===== config.mk =====
export PLATFORM = sky130hd
export DESIGN_NAME = core_top
export DESIGN_NICKNAME = d
export VERILOG_FILES = /design/src/common/isa_pkg.sv /design/src/common/pipe_pkg.sv /design/src/decode/decode_stage.sv /design/src/decode/hazard_unit.sv /design/src/decode/reg_file.sv /design/src/execute/execute_stage.sv /design/src/fetch/fetch_stage.sv /design/src/rtl/core_top.sv /design/src/rtl/mem_wb_stage.sv
export SDC_FILE = /design/constraint.sdc
export NUM_CORES = 2
export LEC_CHECK = 0
export BUFFER_PORTS_ARGS = -buffer_cell sky130_fd_sc_hd__buf_2
export CAP_MARGIN = 40
export CORE_UTILIZATION = 40
export CTS_BUF_LIST = sky130_fd_sc_hd__clkbuf_8
export CTS_CLUSTER_DIAMETER = 80
export DETAILED_ROUTE_END_ITERATION = 6
export GPL_ROUTABILITY_DRIVEN = 0
export PLACE_DENSITY_LB_ADDON = 0.08
export SETUP_SLACK_MARGIN = 0.2
export SLEW_MARGIN = 40
export SYNTH_ARGS = -nofsm -noshare
export SYNTH_HDL_FRONTEND = slang
export SYNTH_HIERARCHICAL = 1
export SYNTH_SLANG_ARGS = --single-unit

===== constraint.sdc =====
create_clock -name clk -period 5.9 [get_ports clk]
set_clock_uncertainty 0.1 [all_clocks]
set_input_delay 0.295 -clock clk [delete_from_list [all_inputs] [get_ports clk]]
set_output_delay 0.295 -clock clk [all_outputs]
set_load 0.01 [all_outputs]

===== src/common/isa_pkg.sv =====
package isa_pkg;

   localparam int REG_COUNT = 32;

   typedef logic [31:0]                  word_t;
   typedef logic [$clog2(REG_COUNT)-1:0] reg_idx_t;

   // Primary opcodes
   localparam logic [5:0] OP_RTYPE = 6'h00;
   localparam logic [5:0] OP_BEQ   = 6'h04;
   localparam logic [5:0] OP_BNE   = 6'h05;
   localparam logic [5:0] OP_ADDIU = 6'h09;
   localparam logic [5:0] OP_SLTI  = 6'h0a;
   localparam logic [5:0] OP_ANDI  = 6'h0c;
   localparam logic [5:0] OP_ORI   = 6'h0d;
   localparam logic [5:0] OP_XORI  = 6'h0e;
   localparam logic [5:0] OP_LUI   = 6'h0f;
   localparam logic [5:0] OP_LW    = 6'h23;
   localparam logic [5:0] OP_SW    = 6'h2b;

   // Function codes under OP_RTYPE
   localparam logic [5:0] FN_SLL  = 6'h00;
   localparam logic [5:0] FN_SRL  = 6'h02;
   localparam logic [5:0] FN_SRA  = 6'h03;
   localparam logic [5:0] FN_ADDU = 6'h21;
   localparam logic [5:0] FN_SUBU = 6'h23;
   localparam logic [5:0] FN_AND  = 6'h24;
   localparam logic [5:0] FN_OR   = 6'h25;
   localparam logic [5:0] FN_XOR  = 6'h26;
   localparam logic [5:0] FN_NOR  = 6'h27;
   localparam logic [5:0] FN_SLT  = 6'h2a;
   localparam logic [5:0] FN_SLTU = 6'h2b;

   typedef struct packed {
      logic [5:0] op;
      reg_idx_t   rs;
      reg_idx_t   rt;
      reg_idx_t   rd;
      logic [4:0] shamt;
      logic [5:0] funct;
   } r_fmt_t;

   typedef struct packed {
      logic [5:0]  op;
      reg_idx_t    rs;
      reg_idx_t    rt;
      logic [15:0] imm;
   } i_fmt_t;

   // Same word seen as R or I format
   typedef union packed {
      r_fmt_t r;
      i_fmt_t i;
   } instr_u;

endpackage


===== src/common/pipe_pkg.sv =====
package pipe_pkg;

   typedef enum logic [3:0] {
      ALU_ADD,
      ALU_SUB,
      ALU_AND,
      ALU_OR,
      ALU_XOR,
      ALU_NOR,
      ALU_SLT,
      ALU_SLTU,
      ALU_SLL,
      ALU_SRL,
      ALU_SRA,
      ALU_LUI
   } alu_op_e;

   typedef enum logic [1:0] {
      MEM_NONE,
      MEM_LOAD,
      MEM_STORE
   } mem_kind_e;

   // Where a decode operand comes from
   typedef enum logic [1:0] {
      FWD_REGFILE,
      FWD_EX,
      FWD_MEM
   } fwd_sel_e;

endpackage


===== src/decode/decode_stage.sv =====
module decode_stage import isa_pkg::*, pipe_pkg::*; (
   input  logic      clk,
   input  logic      rst,
   input  logic      stall_i,
   input  word_t     pc_i,
   input  word_t     instr_i,
   input  word_t     rs_data_i,
   input  word_t     rt_data_i,
   input  word_t     ex_fwd_i,
   input  word_t     mem_fwd_i,
   input  fwd_sel_e  fwd_a_sel_i,
   input  fwd_sel_e  fwd_b_sel_i,
   output reg_idx_t  rs_o,
   output reg_idx_t  rt_o,
   output word_t     ex_pc_o,
   output alu_op_e   ex_alu_op_o,
   output word_t     ex_a_o,
   output word_t     ex_b_o,
   output word_t     ex_store_data_o,
   output mem_kind_e ex_mem_kind_o,
   output logic      ex_branch_o,
   output logic      ex_branch_ne_o,
   output word_t     ex_offset_o,
   output reg_idx_t  ex_dest_o,
   output logic      ex_wen_o
);

   instr_u    instr;
   alu_op_e   alu_op;
   mem_kind_e mem_kind;
   logic      is_branch;
   logic      use_imm;
   logic      zero_ext;
   logic      is_shift;
   logic      writes;
   reg_idx_t  dest;
   word_t     imm_ext;
   word_t     rs_val;
   word_t     rt_val;
   word_t     op_a;
   word_t     op_b;

   function automatic word_t select_src(fwd_sel_e sel, word_t rf, word_t ex, word_t mem);
      case (sel)
         FWD_EX:  return ex;
         FWD_MEM: return mem;
         default: return rf;
      endcase
   endfunction

   assign instr = instr_i;
   assign rs_o  = instr.r.rs;
   assign rt_o  = instr.r.rt;
   assign dest  = (instr.r.op == OP_RTYPE) ? instr.r.rd : instr.i.rt;

   assign zero_ext = instr.i.op inside {OP_ANDI, OP_ORI, OP_XORI};
   assign imm_ext  = zero_ext ? {16'h0, instr.i.imm} : {{16{instr.i.imm[15]}}, instr.i.imm};

   always_comb begin
      alu_op    = ALU_ADD;
      mem_kind  = MEM_NONE;
      is_branch = 1'b0;
      use_imm   = 1'b1;
      is_shift  = 1'b0;
      writes    = 1'b1;
      case (instr.r.op)
         OP_RTYPE: begin
            use_imm  = 1'b0;
            is_shift = instr.r.funct inside {FN_SLL, FN_SRL, FN_SRA};
            case (instr.r.funct)
               FN_ADDU: alu_op = ALU_ADD;
               FN_SUBU: alu_op = ALU_SUB;
               FN_AND:  alu_op = ALU_AND;
               FN_OR:   alu_op = ALU_OR;
               FN_XOR:  alu_op = ALU_XOR;
               FN_NOR:  alu_op = ALU_NOR;
               FN_SLT:  alu_op = ALU_SLT;
               FN_SLTU: alu_op = ALU_SLTU;
               FN_SLL:  alu_op = ALU_SLL;
               FN_SRL:  alu_op = ALU_SRL;
               FN_SRA:  alu_op = ALU_SRA;
               default: writes = 1'b0;
            endcase
         end
         OP_ADDIU: alu_op = ALU_ADD;
         OP_SLTI:  alu_op = ALU_SLT;
         OP_ANDI:  alu_op = ALU_AND;
         OP_ORI:   alu_op = ALU_OR;
         OP_XORI:  alu_op = ALU_XOR;
         OP_LUI:   alu_op = ALU_LUI;
         OP_LW:    mem_kind = MEM_LOAD;
         OP_SW: begin
            mem_kind = MEM_STORE;
            writes   = 1'b0;
         end
         OP_BEQ, OP_BNE: begin
            is_branch = 1'b1;
            use_imm   = 1'b0;
            writes    = 1'b0;
         end
         // Unknown encodings become no-ops
         default: writes = 1'b0;
      endcase
   end

   assign rs_val = select_src(fwd_a_sel_i, rs_data_i, ex_fwd_i, mem_fwd_i);
   assign rt_val = select_src(fwd_b_sel_i, rt_data_i, ex_fwd_i, mem_fwd_i);

   // Shifts take rt as the value and shamt as the amount
   assign op_a = is_shift ? rt_val : rs_val;
   assign op_b = is_shift ? {27'd0, instr.r.shamt} : (use_imm ? imm_ext : rt_val);

   always_ff @(posedge clk) begin
      if (rst || stall_i) begin
         ex_mem_kind_o <= MEM_NONE;
         ex_branch_o   <= 1'b0;
         ex_wen_o      <= 1'b0;
      end else begin
         ex_mem_kind_o <= mem_kind;
         ex_branch_o   <= is_branch;
         ex_wen_o      <= writes && (dest != '0);
      end
   end

   always_ff @(posedge clk) begin
      ex_pc_o         <= pc_i;
      ex_alu_op_o     <= alu_op;
      ex_a_o          <= op_a;
      ex_b_o          <= op_b;
      ex_store_data_o <= rt_val;
      ex_branch_ne_o  <= (instr.i.op == OP_BNE);
      ex_offset_o     <= imm_ext;
      ex_dest_o       <= dest;
   end

endmodule


===== src/decode/hazard_unit.sv =====
module hazard_unit import isa_pkg::*, pipe_pkg::*; (
   input  reg_idx_t  rs_i,
   input  reg_idx_t  rt_i,
   input  reg_idx_t  ex_dest_i,
   input  logic      ex_wen_i,
   input  mem_kind_e ex_mem_kind_i,
   input  reg_idx_t  mem_dest_i,
   input  logic      mem_wen_i,
   output fwd_sel_e  fwd_a_sel_o,
   output fwd_sel_e  fwd_b_sel_o,
   output logic      stall_o
);

   logic ex_load;

   // Execute is younger, so it wins over memory
   function automatic fwd_sel_e pick(logic ex_hit, logic mem_hit);
      if (ex_hit) begin
         return FWD_EX;
      end
      return mem_hit ? FWD_MEM : FWD_REGFILE;
   endfunction

   assign ex_load = ex_wen_i && (ex_mem_kind_i == MEM_LOAD);

   assign fwd_a_sel_o = pick(ex_wen_i && !ex_load && (ex_dest_i == rs_i),
                             mem_wen_i && (mem_dest_i == rs_i));
   assign fwd_b_sel_o = pick(ex_wen_i && !ex_load && (ex_dest_i == rt_i),
                             mem_wen_i && (mem_dest_i == rt_i));

   // Load data is not ready until the memory stage
   assign stall_o = ex_load && ((ex_dest_i == rs_i) || (ex_dest_i == rt_i));

endmodule


===== src/decode/reg_file.sv =====
module reg_file import isa_pkg::*; (
   input  logic     clk,
   input  logic     rst,
   input  reg_idx_t raddr_a_i,
   input  reg_idx_t raddr_b_i,
   input  logic     wen_i,
   input  reg_idx_t waddr_i,
   input  word_t    wdata_i,
   output word_t    rdata_a_o,
   output word_t    rdata_b_o
);

   word_t regs [REG_COUNT];

   // Same-cycle write wins over the stored value
   function automatic word_t read_port(reg_idx_t addr, logic wen, reg_idx_t waddr,
                                       word_t wdata, word_t stored);
      if (addr == '0) begin
         return '0;
      end
      return (wen && addr == waddr) ? wdata : stored;
   endfunction

   always_ff @(posedge clk) begin
      if (rst) begin
         for (int i = 0; i < REG_COUNT; i++) begin
            regs[i] <= '0;
         end
      end else if (wen_i) begin
         regs[waddr_i] <= wdata_i;
      end
   end

   assign rdata_a_o = read_port(raddr_a_i, wen_i, waddr_i, wdata_i, regs[raddr_a_i]);
   assign rdata_b_o = read_port(raddr_b_i, wen_i, waddr_i, wdata_i, regs[raddr_b_i]);

endmodule


===== src/execute/execute_stage.sv =====
module execute_stage import isa_pkg::*, pipe_pkg::*; (
   input  logic      clk,
   input  logic      rst,
   input  word_t     pc_i,
   input  alu_op_e   alu_op_i,
   input  word_t     a_i,
   input  word_t     b_i,
   input  word_t     store_data_i,
   input  mem_kind_e mem_kind_i,
   input  logic      branch_i,
   input  logic      branch_ne_i,
   input  word_t     offset_i,
   input  reg_idx_t  dest_i,
   input  logic      wen_i,
   output word_t     result_o,
   output logic      branch_taken_o,
   output word_t     branch_target_o,
   output logic      data_en_o,
   output logic      data_we_o,
   output word_t     data_addr_o,
   output word_t     data_wdata_o,
   output word_t     mem_pc_o,
   output word_t     mem_result_o,
   output logic      mem_is_load_o,
   output reg_idx_t  mem_dest_o,
   output logic      mem_wen_o
);

   word_t alu;

   always_comb begin
      case (alu_op_i)
         ALU_ADD:  alu = a_i + b_i;
         ALU_SUB:  alu = a_i - b_i;
         ALU_AND:  alu = a_i & b_i;
         ALU_OR:   alu = a_i | b_i;
         ALU_XOR:  alu = a_i ^ b_i;
         ALU_NOR:  alu = ~(a_i | b_i);
         ALU_SLT:  alu = {31'd0, $signed(a_i) < $signed(b_i)};
         ALU_SLTU: alu = {31'd0, a_i < b_i};
         ALU_SLL:  alu = a_i << b_i[4:0];
         ALU_SRL:  alu = a_i >> b_i[4:0];
         ALU_SRA:  alu = $signed(a_i) >>> b_i[4:0];
         ALU_LUI:  alu = {b_i[15:0], 16'h0};
         default:  alu = '0;
      endcase
   end

   assign result_o = alu;

   // Target is relative to the delay slot
   assign branch_taken_o  = branch_i && ((a_i == b_i) != branch_ne_i);
   assign branch_target_o = pc_i + 32'd4 + {offset_i[29:0], 2'b00};

   assign data_en_o    = (mem_kind_i != MEM_NONE);
   assign data_we_o    = (mem_kind_i == MEM_STORE);
   assign data_addr_o  = alu;
   assign data_wdata_o = store_data_i;

   always_ff @(posedge clk) begin
      if (rst) begin
         mem_is_load_o <= 1'b0;
         mem_wen_o     <= 1'b0;
      end else begin
         mem_is_load_o <= (mem_kind_i == MEM_LOAD);
         mem_wen_o     <= wen_i;
      end
   end

   always_ff @(posedge clk) begin
      mem_pc_o     <= pc_i;
      mem_result_o <= alu;
      mem_dest_o   <= dest_i;
   end

endmodule


===== src/fetch/fetch_stage.sv =====
module fetch_stage import isa_pkg::*; #(
   parameter word_t RESET_PC = '0
) (
   input  logic  clk,
   input  logic  rst,
   input  logic  stall_i,
   input  logic  branch_taken_i,
   input  word_t branch_target_i,
   input  word_t inst_data_i,
   output word_t inst_addr_o,
   output word_t id_pc_o,
   output word_t id_instr_o
);

   word_t pc;
   word_t id_pc;
   word_t replay;
   logic  replay_valid;
   logic  squash;

   assign inst_addr_o = pc;
   assign id_pc_o     = id_pc;

   // Squash covers the wrong-path slot and the stale word seen right after reset
   assign id_instr_o = squash ? '0 : (replay_valid ? replay : inst_data_i);

   always_ff @(posedge clk) begin
      if (rst) begin
         pc           <= RESET_PC;
         replay_valid <= 1'b0;
         squash       <= 1'b1;
      end else begin
         if (branch_taken_i) begin
            pc <= branch_target_i;
         end else if (!stall_i) begin
            pc <= pc + 32'd4;
         end
         replay_valid <= stall_i;
         squash       <= branch_taken_i;
      end
   end

   // Memory is re-addressed with the held pc, so the stalled word is kept here
   always_ff @(posedge clk) begin
      if (stall_i) begin
         replay <= id_instr_o;
      end else begin
         id_pc <= pc;
      end
   end

endmodule


===== src/rtl/core_top.sv =====
module core_top import isa_pkg::*, pipe_pkg::*; #(
   parameter word_t RESET_PC = '0
) (
   input  logic     clk,
   input  logic     rst,
   output word_t    inst_addr_o,
   input  word_t    inst_data_i,
   output logic     data_en_o,
   output logic     data_we_o,
   output word_t    data_addr_o,
   output word_t    data_wdata_o,
   input  word_t    data_rdata_i,
   output word_t    wb_pc_o,
   output logic     wb_rf_wen_o,
   output reg_idx_t wb_rf_wnum_o,
   output word_t    wb_rf_wdata_o
);

   logic      stall;
   logic      branch_taken;
   word_t     branch_target;
   word_t     id_pc;
   word_t     id_instr;
   reg_idx_t  rs;
   reg_idx_t  rt;
   word_t     rs_data;
   word_t     rt_data;
   fwd_sel_e  fwd_a_sel;
   fwd_sel_e  fwd_b_sel;

   // Decode/execute register
   word_t     ex_pc;
   alu_op_e   ex_alu_op;
   word_t     ex_a;
   word_t     ex_b;
   word_t     ex_store_data;
   mem_kind_e ex_mem_kind;
   logic      ex_branch;
   logic      ex_branch_ne;
   word_t     ex_offset;
   reg_idx_t  ex_dest;
   logic      ex_wen;
   word_t     ex_result;

   // Execute/memory register
   word_t     mem_pc;
   word_t     mem_result;
   logic      mem_is_load;
   reg_idx_t  mem_dest;
   logic      mem_wen;
   word_t     mem_fwd;

   fetch_stage #(
      .RESET_PC (RESET_PC)
   ) u_fetch (
      .clk             (clk),
      .rst             (rst),
      .stall_i         (stall),
      .branch_taken_i  (branch_taken),
      .branch_target_i (branch_target),
      .inst_data_i     (inst_data_i),
      .inst_addr_o     (inst_addr_o),
      .id_pc_o         (id_pc),
      .id_instr_o      (id_instr)
   );

   decode_stage u_decode (
      .clk             (clk),
      .rst             (rst),
      .stall_i         (stall),
      .pc_i            (id_pc),
      .instr_i         (id_instr),
      .rs_data_i       (rs_data),
      .rt_data_i       (rt_data),
      .ex_fwd_i        (ex_result),
      .mem_fwd_i       (mem_fwd),
      .fwd_a_sel_i     (fwd_a_sel),
      .fwd_b_sel_i     (fwd_b_sel),
      .rs_o            (rs),
      .rt_o            (rt),
      .ex_pc_o         (ex_pc),
      .ex_alu_op_o     (ex_alu_op),
      .ex_a_o          (ex_a),
      .ex_b_o          (ex_b),
      .ex_store_data_o (ex_store_data),
      .ex_mem_kind_o   (ex_mem_kind),
      .ex_branch_o     (ex_branch),
      .ex_branch_ne_o  (ex_branch_ne),
      .ex_offset_o     (ex_offset),
      .ex_dest_o       (ex_dest),
      .ex_wen_o        (ex_wen)
   );

   reg_file u_reg_file (
      .clk       (clk),
      .rst       (rst),
      .raddr_a_i (rs),
      .raddr_b_i (rt),
      .wen_i     (wb_rf_wen_o),
      .waddr_i   (wb_rf_wnum_o),
      .wdata_i   (wb_rf_wdata_o),
      .rdata_a_o (rs_data),
      .rdata_b_o (rt_data)
   );

   hazard_unit u_hazard (
      .rs_i          (rs),
      .rt_i          (rt),
      .ex_dest_i     (ex_dest),
      .ex_wen_i      (ex_wen),
      .ex_mem_kind_i (ex_mem_kind),
      .mem_dest_i    (mem_dest),
      .mem_wen_i     (mem_wen),
      .fwd_a_sel_o   (fwd_a_sel),
      .fwd_b_sel_o   (fwd_b_sel),
      .stall_o       (stall)
   );

   execute_stage u_execute (
      .clk             (clk),
      .rst             (rst),
      .pc_i            (ex_pc),
      .alu_op_i        (ex_alu_op),
      .a_i             (ex_a),
      .b_i             (ex_b),
      .store_data_i    (ex_store_data),
      .mem_kind_i      (ex_mem_kind),
      .branch_i        (ex_branch),
      .branch_ne_i     (ex_branch_ne),
      .offset_i        (ex_offset),
      .dest_i          (ex_dest),
      .wen_i           (ex_wen),
      .result_o        (ex_result),
      .branch_taken_o  (branch_taken),
      .branch_target_o (branch_target),
      .data_en_o       (data_en_o),
      .data_we_o       (data_we_o),
      .data_addr_o     (data_addr_o),
      .data_wdata_o    (data_wdata_o),
      .mem_pc_o        (mem_pc),
      .mem_result_o    (mem_result),
      .mem_is_load_o   (mem_is_load),
      .mem_dest_o      (mem_dest),
      .mem_wen_o       (mem_wen)
   );

   mem_wb_stage u_mem_wb (
      .clk          (clk),
      .rst          (rst),
      .pc_i         (mem_pc),
      .result_i     (mem_result),
      .is_load_i    (mem_is_load),
      .dest_i       (mem_dest),
      .wen_i        (mem_wen),
      .data_rdata_i (data_rdata_i),
      .fwd_o        (mem_fwd),
      .wb_pc_o      (wb_pc_o),
      .wb_wen_o     (wb_rf_wen_o),
      .wb_dest_o    (wb_rf_wnum_o),
      .wb_data_o    (wb_rf_wdata_o)
   );

endmodule


===== src/rtl/mem_wb_stage.sv =====
module mem_wb_stage import isa_pkg::*; (
   input  logic     clk,
   input  logic     rst,
   input  word_t    pc_i,
   input  word_t    result_i,
   input  logic     is_load_i,
   input  reg_idx_t dest_i,
   input  logic     wen_i,
   input  word_t    data_rdata_i,
   output word_t    fwd_o,
   output word_t    wb_pc_o,
   output logic     wb_wen_o,
   output reg_idx_t wb_dest_o,
   output word_t    wb_data_o
);

   // Read data arrives while the load sits in this stage
   assign fwd_o = is_load_i ? data_rdata_i : result_i;

   always_ff @(posedge clk) begin
      if (rst) begin
         wb_wen_o <= 1'b0;
      end else begin
         wb_wen_o <= wen_i;
      end
   end

   // Writeback value doubles as the trace output
   always_ff @(posedge clk) begin
      wb_pc_o   <= pc_i;
      wb_dest_o <= dest_i;
      wb_data_o <= fwd_o;
   end

endmodule


## Word-level counts from Yosys, hierarchy flattened

Memory sizes are Yosys's and may differ from the RTL's.
Index checks and enable logic that the tools add are counted.

- Shifts and indexed selects: 3
- Reductions and logical operators: 28
- Bitwise logic cells: 4
- Eq/ne operators: 46
- $lt $le $gt $ge: 2
- Mux-type cells: 44
- Add/subtract/negate cells: 5

Operator list:

| cell | number |
|---|---|
| $mux W32 | 15 |
| $pmux W32 S12 | 1 |
| $pmux W32 S2 | 2 |
| $add A32 B3 Y32 const B | 2 |
| $add A32 B32 Y32 | 2 |
| $lt A32 B32 Y1 | 2 |
| $eq A6 B6 Y1 const B | 10 |
| $pmux W4 S10 | 1 |
| $eq A6 B4 Y1 const B | 6 |
| $and A32 B32 Y32 | 1 |
| $eq A32 B32 Y1 | 1 |
| $not A32 Y32 | 1 |
| $or A32 B32 Y32 | 1 |
| $reduce_or A32 Y1 | 1 |
| $shl A32 B5 Y32 | 1 |
| $shr A32 B5 Y32 | 1 |
| $sshr A32 B5 Y32 | 1 |
| $sub A32 B32 Y32 | 1 |
| $xor A32 B32 Y32 | 1 |
| $eq A5 B5 Y1 | 6 |
| $pmux W4 S6 | 1 |
| $eq A4 B3 Y1 const B | 4 |
| $eq A4 B4 Y1 const B | 4 |
| $mux W5 | 3 |
| other kinds (25) | 63 |

- Memories kept: 1
- Bits in writable memories: 1,024
- Input bits: 66
- Register bits: 411

Memory list:

| name | depth | width | read ports | clocked after Yosys merged registers in | write ports | line | source |
|---|---|---|---|---|---|---|---|
| u_reg_file.regs | 32 | 32 | 2 | 0 | 32 | reg_file.sv:13 | `word_t regs [REG_COUNT];` |

## Logic depth before layout (Yosys ltp)

- Word-level depth: 11
- Mapped depth: 21
- Depth with buffers taken out: 18

## Modules after synthesis

Netlist, hierarchy kept.

By module, submodules not included:

| module | cells each | area an instance (um2) | sequential area each (um2) | times used |
|---|---|---|---|---|
| reg_file | 3,832 | 55,263.0 | 30,749.5 | 1 |
| execute_stage | 1,728 | 12,811.0 | 1,421.4 | 1 |
| decode_stage | 600 | 5,896.9 | 3,183.1 | 1 |
| fetch_stage | 362 | 4,252.8 | 2,602.5 | 1 |
| mem_wb_stage | 107 | 1,951.9 | 1,401.3 | 1 |
| hazard_unit | 37 | 299.0 | 0.0 | 1 |

## Worst setup path after synthesis

No wires, ideal clock.

- Path kind: reg2reg
- Start: register u_decode.ex_b_o[2]
- End: register u_decode.ex_b_o[27]
- Buffers on the path: 6
- Period minus slack after synthesis: 4,829 ps
- Slack: 1,071 ps
- Data arrival time: 4,659 ps
- Data required time: 5,730 ps
- Stages on the path, launching flop included: 22
- Setup time: 70 ps
- Path through: dfxtp_1 > clkbuf_1 > inv_1 > buf_1 > clkbuf_1 > buf_2 > ha_1 > buf_2 > o21ai_0 > o211ai_1 > nand2_1 > o2111ai_1 > o311ai_0 > o211ai_1 > a31o_2 > o221a_2 > o21ai_0 > buf_4 > a22oi_1 > o21ai_0 > nand2_1 > a21oi_1

- Longest elaborated chain between the ends: 4
- Elaborated cells between the ends (all ways): 8
- Classes of those cells: 2 x add/sub; 3 x shift; 3 x mux

Ends and longest elaborated chain:

| what | line | source |
|---|---|---|
| start, declared | decode_stage.sv:18 | `output word_t ex_b_o,` |
| start signal, assigned | decode_stage.sv:129 | `ex_b_o <= op_b;` |
| $sub A32 B32 Y32, or another cell as far along | execute_stage.sv:34 | `ALU_SUB: alu = a_i - b_i;` |
| $pmux W32 S12 * | execute_stage.sv:32 | `case (alu_op_i)` |
| via data_addr_o[27] | core_top.sv:10 | `output word_t data_addr_o,` |
| $pmux W32 S2 * | decode_stage.sv:44 | `case (sel)` |
| via u_decode.rt_val[27] | decode_stage.sv:39 | `word_t rt_val;` |
| $mux W32 * | decode_stage.sv:111 | `assign op_b = is_shift ? {27'd0, instr.r.shamt} : (use_imm ? imm_ext : rt_val);` |

The timed path passes the listed nets; every way through them passes the cells marked *.
A chain may end at the register's enable or synchronous reset.

## Worst setup path in the final report

- Start: register u_decode.ex_a_o[9]
- End: output port data_addr_o[21]

- Longest elaborated chain between the ends: 2
- Elaborated cells between the ends (all ways): 6
- Classes of those cells: 2 x add/sub; 3 x shift; 1 x mux

Ends and longest elaborated chain:

| what | line | source |
|---|---|---|
| start, declared | decode_stage.sv:17 | `output word_t ex_a_o,` |
| start signal, assigned | decode_stage.sv:128 | `ex_a_o <= op_a;` |
| $sub A32 B32 Y32, or another cell as far along | execute_stage.sv:34 |  |
| $pmux W32 S12 * | execute_stage.sv:32 |  |
| end, declared | core_top.sv:10 |  |

Every way passes the cells marked *; elsewhere a longest branch is shown, timed or not.

==> results_dict.tcl <==
set metrics [dict create \
    status "finished with violations" \
    violations "DRC" \
    clk_latency_ns 1.07 \
    syn_area_um2 80500 \
    wire_per_inst_um 35.3 \
    hold_viol_final 0 \
    area_growth_pct 12.4 \
    slew_viol_final 0 \
    path_cells "inv_1 > ha_1 > or4_1 > nor3_1 > o31a_1 > nor2_1 > o21ai_1 > a21o_1 > a21oi_1 > a221o_1 > a211o_1 > buf_2" \
    grt_max_degree 82 \
    final_area_um2 90400 \
    grt-ovfl-total 0 \
    placementRows 164 \
    first_iter_violations 8596 \
    setup_ws_ns 0.326 \
    reg2reg_depth 13 \
    max_stage_delay_ns 0.57 \
    fp.dieArea_um2 203000 \
    p_leak_nw 33.6 \
    instances_no_fill 9698 \
    rsz0062_at_grt "yes" \
    drv_cap 0 \
    p_clk_share_pct 33.9 \
    dp.cells 9124 \
    fillers 18300 \
    drc 122 \
    cp_max_fo 9 \
    rr_endpoint "u_decode/ex_mem_kind_o[1]" \
    powerDensity_nw_per_um2 306 \
    track_usage_pct 32.9 \
    endpoint "data_addr_o[21]" \
    vias_per_cell 6.33 \
    antenna_found_initial 41 \
    place_hpwl_um 219000 \
    startpoint_type "flip-flop" \
    cts_made_buffers 281 \
    crit_type "reg2out" \
    combPwrFrac_pct 23.9 \
    dpl_cell_area_um2 84300 \
    p_total_mw 27.7 \
    hp-class "in2reg" \
    largest_register "u_reg_file/regs" \
    ios 234 \
    final_cell_mix "edfxtp_1, and2_1, mux2i_1, mux4_2, dfxtp_1" \
    drt_pre_antenna_iters 7 \
    path_clk_slew_ns 0.06 \
    cts_root_buffer "clkbuf_8" \
    finish.utilization_pct 45.2 \
    drive_gt1_share_pct 21.5 \
    die_h_um 450 \
    slew_headroom_pct 37.8 \
    period_needed_ns 5.57 \
    grt_pass1_wl_um 472000 \
    setup_tns_ns 0 \
    peakVddDrop_v 0.000238 \
    die_x_um 450 \
    p_switching_mw 9.34 \
    crit_required_ns 5.51 \
    vias 61400 \
    r2r_setup_slack_ns 0.79 \
    synth.net_count 6899 \
    grt_pass1_vias 59600 \
    multiInputGateArea_um2 37700 \
    r2r_start "u_fetch/replay_valid" \
    swShare_pct 33.7 \
    seq_power_share_pct 42.2 \
    nets 7083 \
    portBuffers 233 \
    ctsLongestPathBuffers 4 \
    regArea_um2 39400 \
    coreArea_um2 200000 \
    largest_reg_flops 1024 \
    worstMarginPinSlew_ns 0.933 \
    hold_ws_ns 0.105 \
    cp-startpoint "u_decode/ex_a_o[9]" \
    endpoint_kind "output pin" \
    layout_commonest_cell "edfxtp_1" \
    setup_violations 0 \
    cts.sinks 1422 \
    crit_slowest_cell "dfxtp_1" \
    yosysWarningCount 6 \
    start_util_pct 40.3 \
    syn-mean-instance-area_um2 12.1 \
    p_int_mw 18.3 \
    finalCritPeriodShare_pct 94.5 \
    place_ws_ns 1.14 \
    fmax_ghz 0.179 \
    worstPathArrival_ns 5.18 \
    cts_tree "built" \
    syn_inst 6664 \
    htreeDepth 5 \
    routed_wirelength_um 342000 \
    drtAntennaViolNets 0 \
]
## layout make-up
cell class	count	share of cell area (%)
Sequential cell	1422	43.6
Inverter	127	0.527
Clock inverter	146	0.774
Multi-Input combinational cell	4426	41.7
Clock buffer	314	4.78
Antenna cell	17	0.0471
Tap cell	2656	3.68
Timing Repair Buffer	590	4.96
## worst min path at each step
stage / slack, ns / depth (start not counted) / endpoint / from
after global placement: 0.21 / 0 / u_mem_wb/wb_pc_o[11] / u_execute/mem_pc_o[11]
after CTS: 0.0001 / 3 / u_mem_wb/wb_data_o[14] / data_rdata_i[14]
after detailed placement: 0.21 / 0 / u_mem_wb/wb_pc_o[12] / u_execute/mem_pc_o[12]
after global routing: 0.05 / 3 / u_mem_wb/wb_data_o[8] / data_rdata_i[8]
after floorplan: 0.21 / 0 / u_mem_wb/wb_pc_o[0] / u_execute/mem_pc_o[0]
final: 0.10 / 3 / u_mem_wb/wb_data_o[8] / data_rdata_i[8]
## metal layers
metal / track usage, % / part of all wire, % / vias up
li1: - / - / 25400
met1: 44.3 / 40 / 31400
met2: 50.0 / 44 / 3847
met3: 8.33 / 11 / 757
met4: 14.4 / 4.7 / 8
met5: 0 / 0.017 / -
## timing repair
action                                  in CTS  in global routing
setup buffers                                0                  2
endpoints found under the setup margin       1                 10
resized for setup                            1                  6
endpoints found under the hold margin      181                  0
hold buffers                                93                  0
pin swaps                                    0                  1
cloned                                       0                  0
## critical path: cells and delay by family, from the launching register on
kind            cells  cell delay (ns)
compound gates      6             1.94
buf+inv             2             0.35
fa+ha+maj           1             0.45
flops               1             0.57
simple gates        3             0.84
## power groups by stage
stage | logic (mW) | clock network (mW) | registers [mW]
finish | 6.62 | 9.39 | 11.7
global route | 6.86 | 10.0 | 11.7
CTS | 6.43 | 9.58 | 11.7
detailed placement | 6.35 | 0 | 11.9
global placement | 6.36 | 0 | 11.9
floorplan | 3.59 | 0 | 11.9
(Power assumes the default switching activity.)
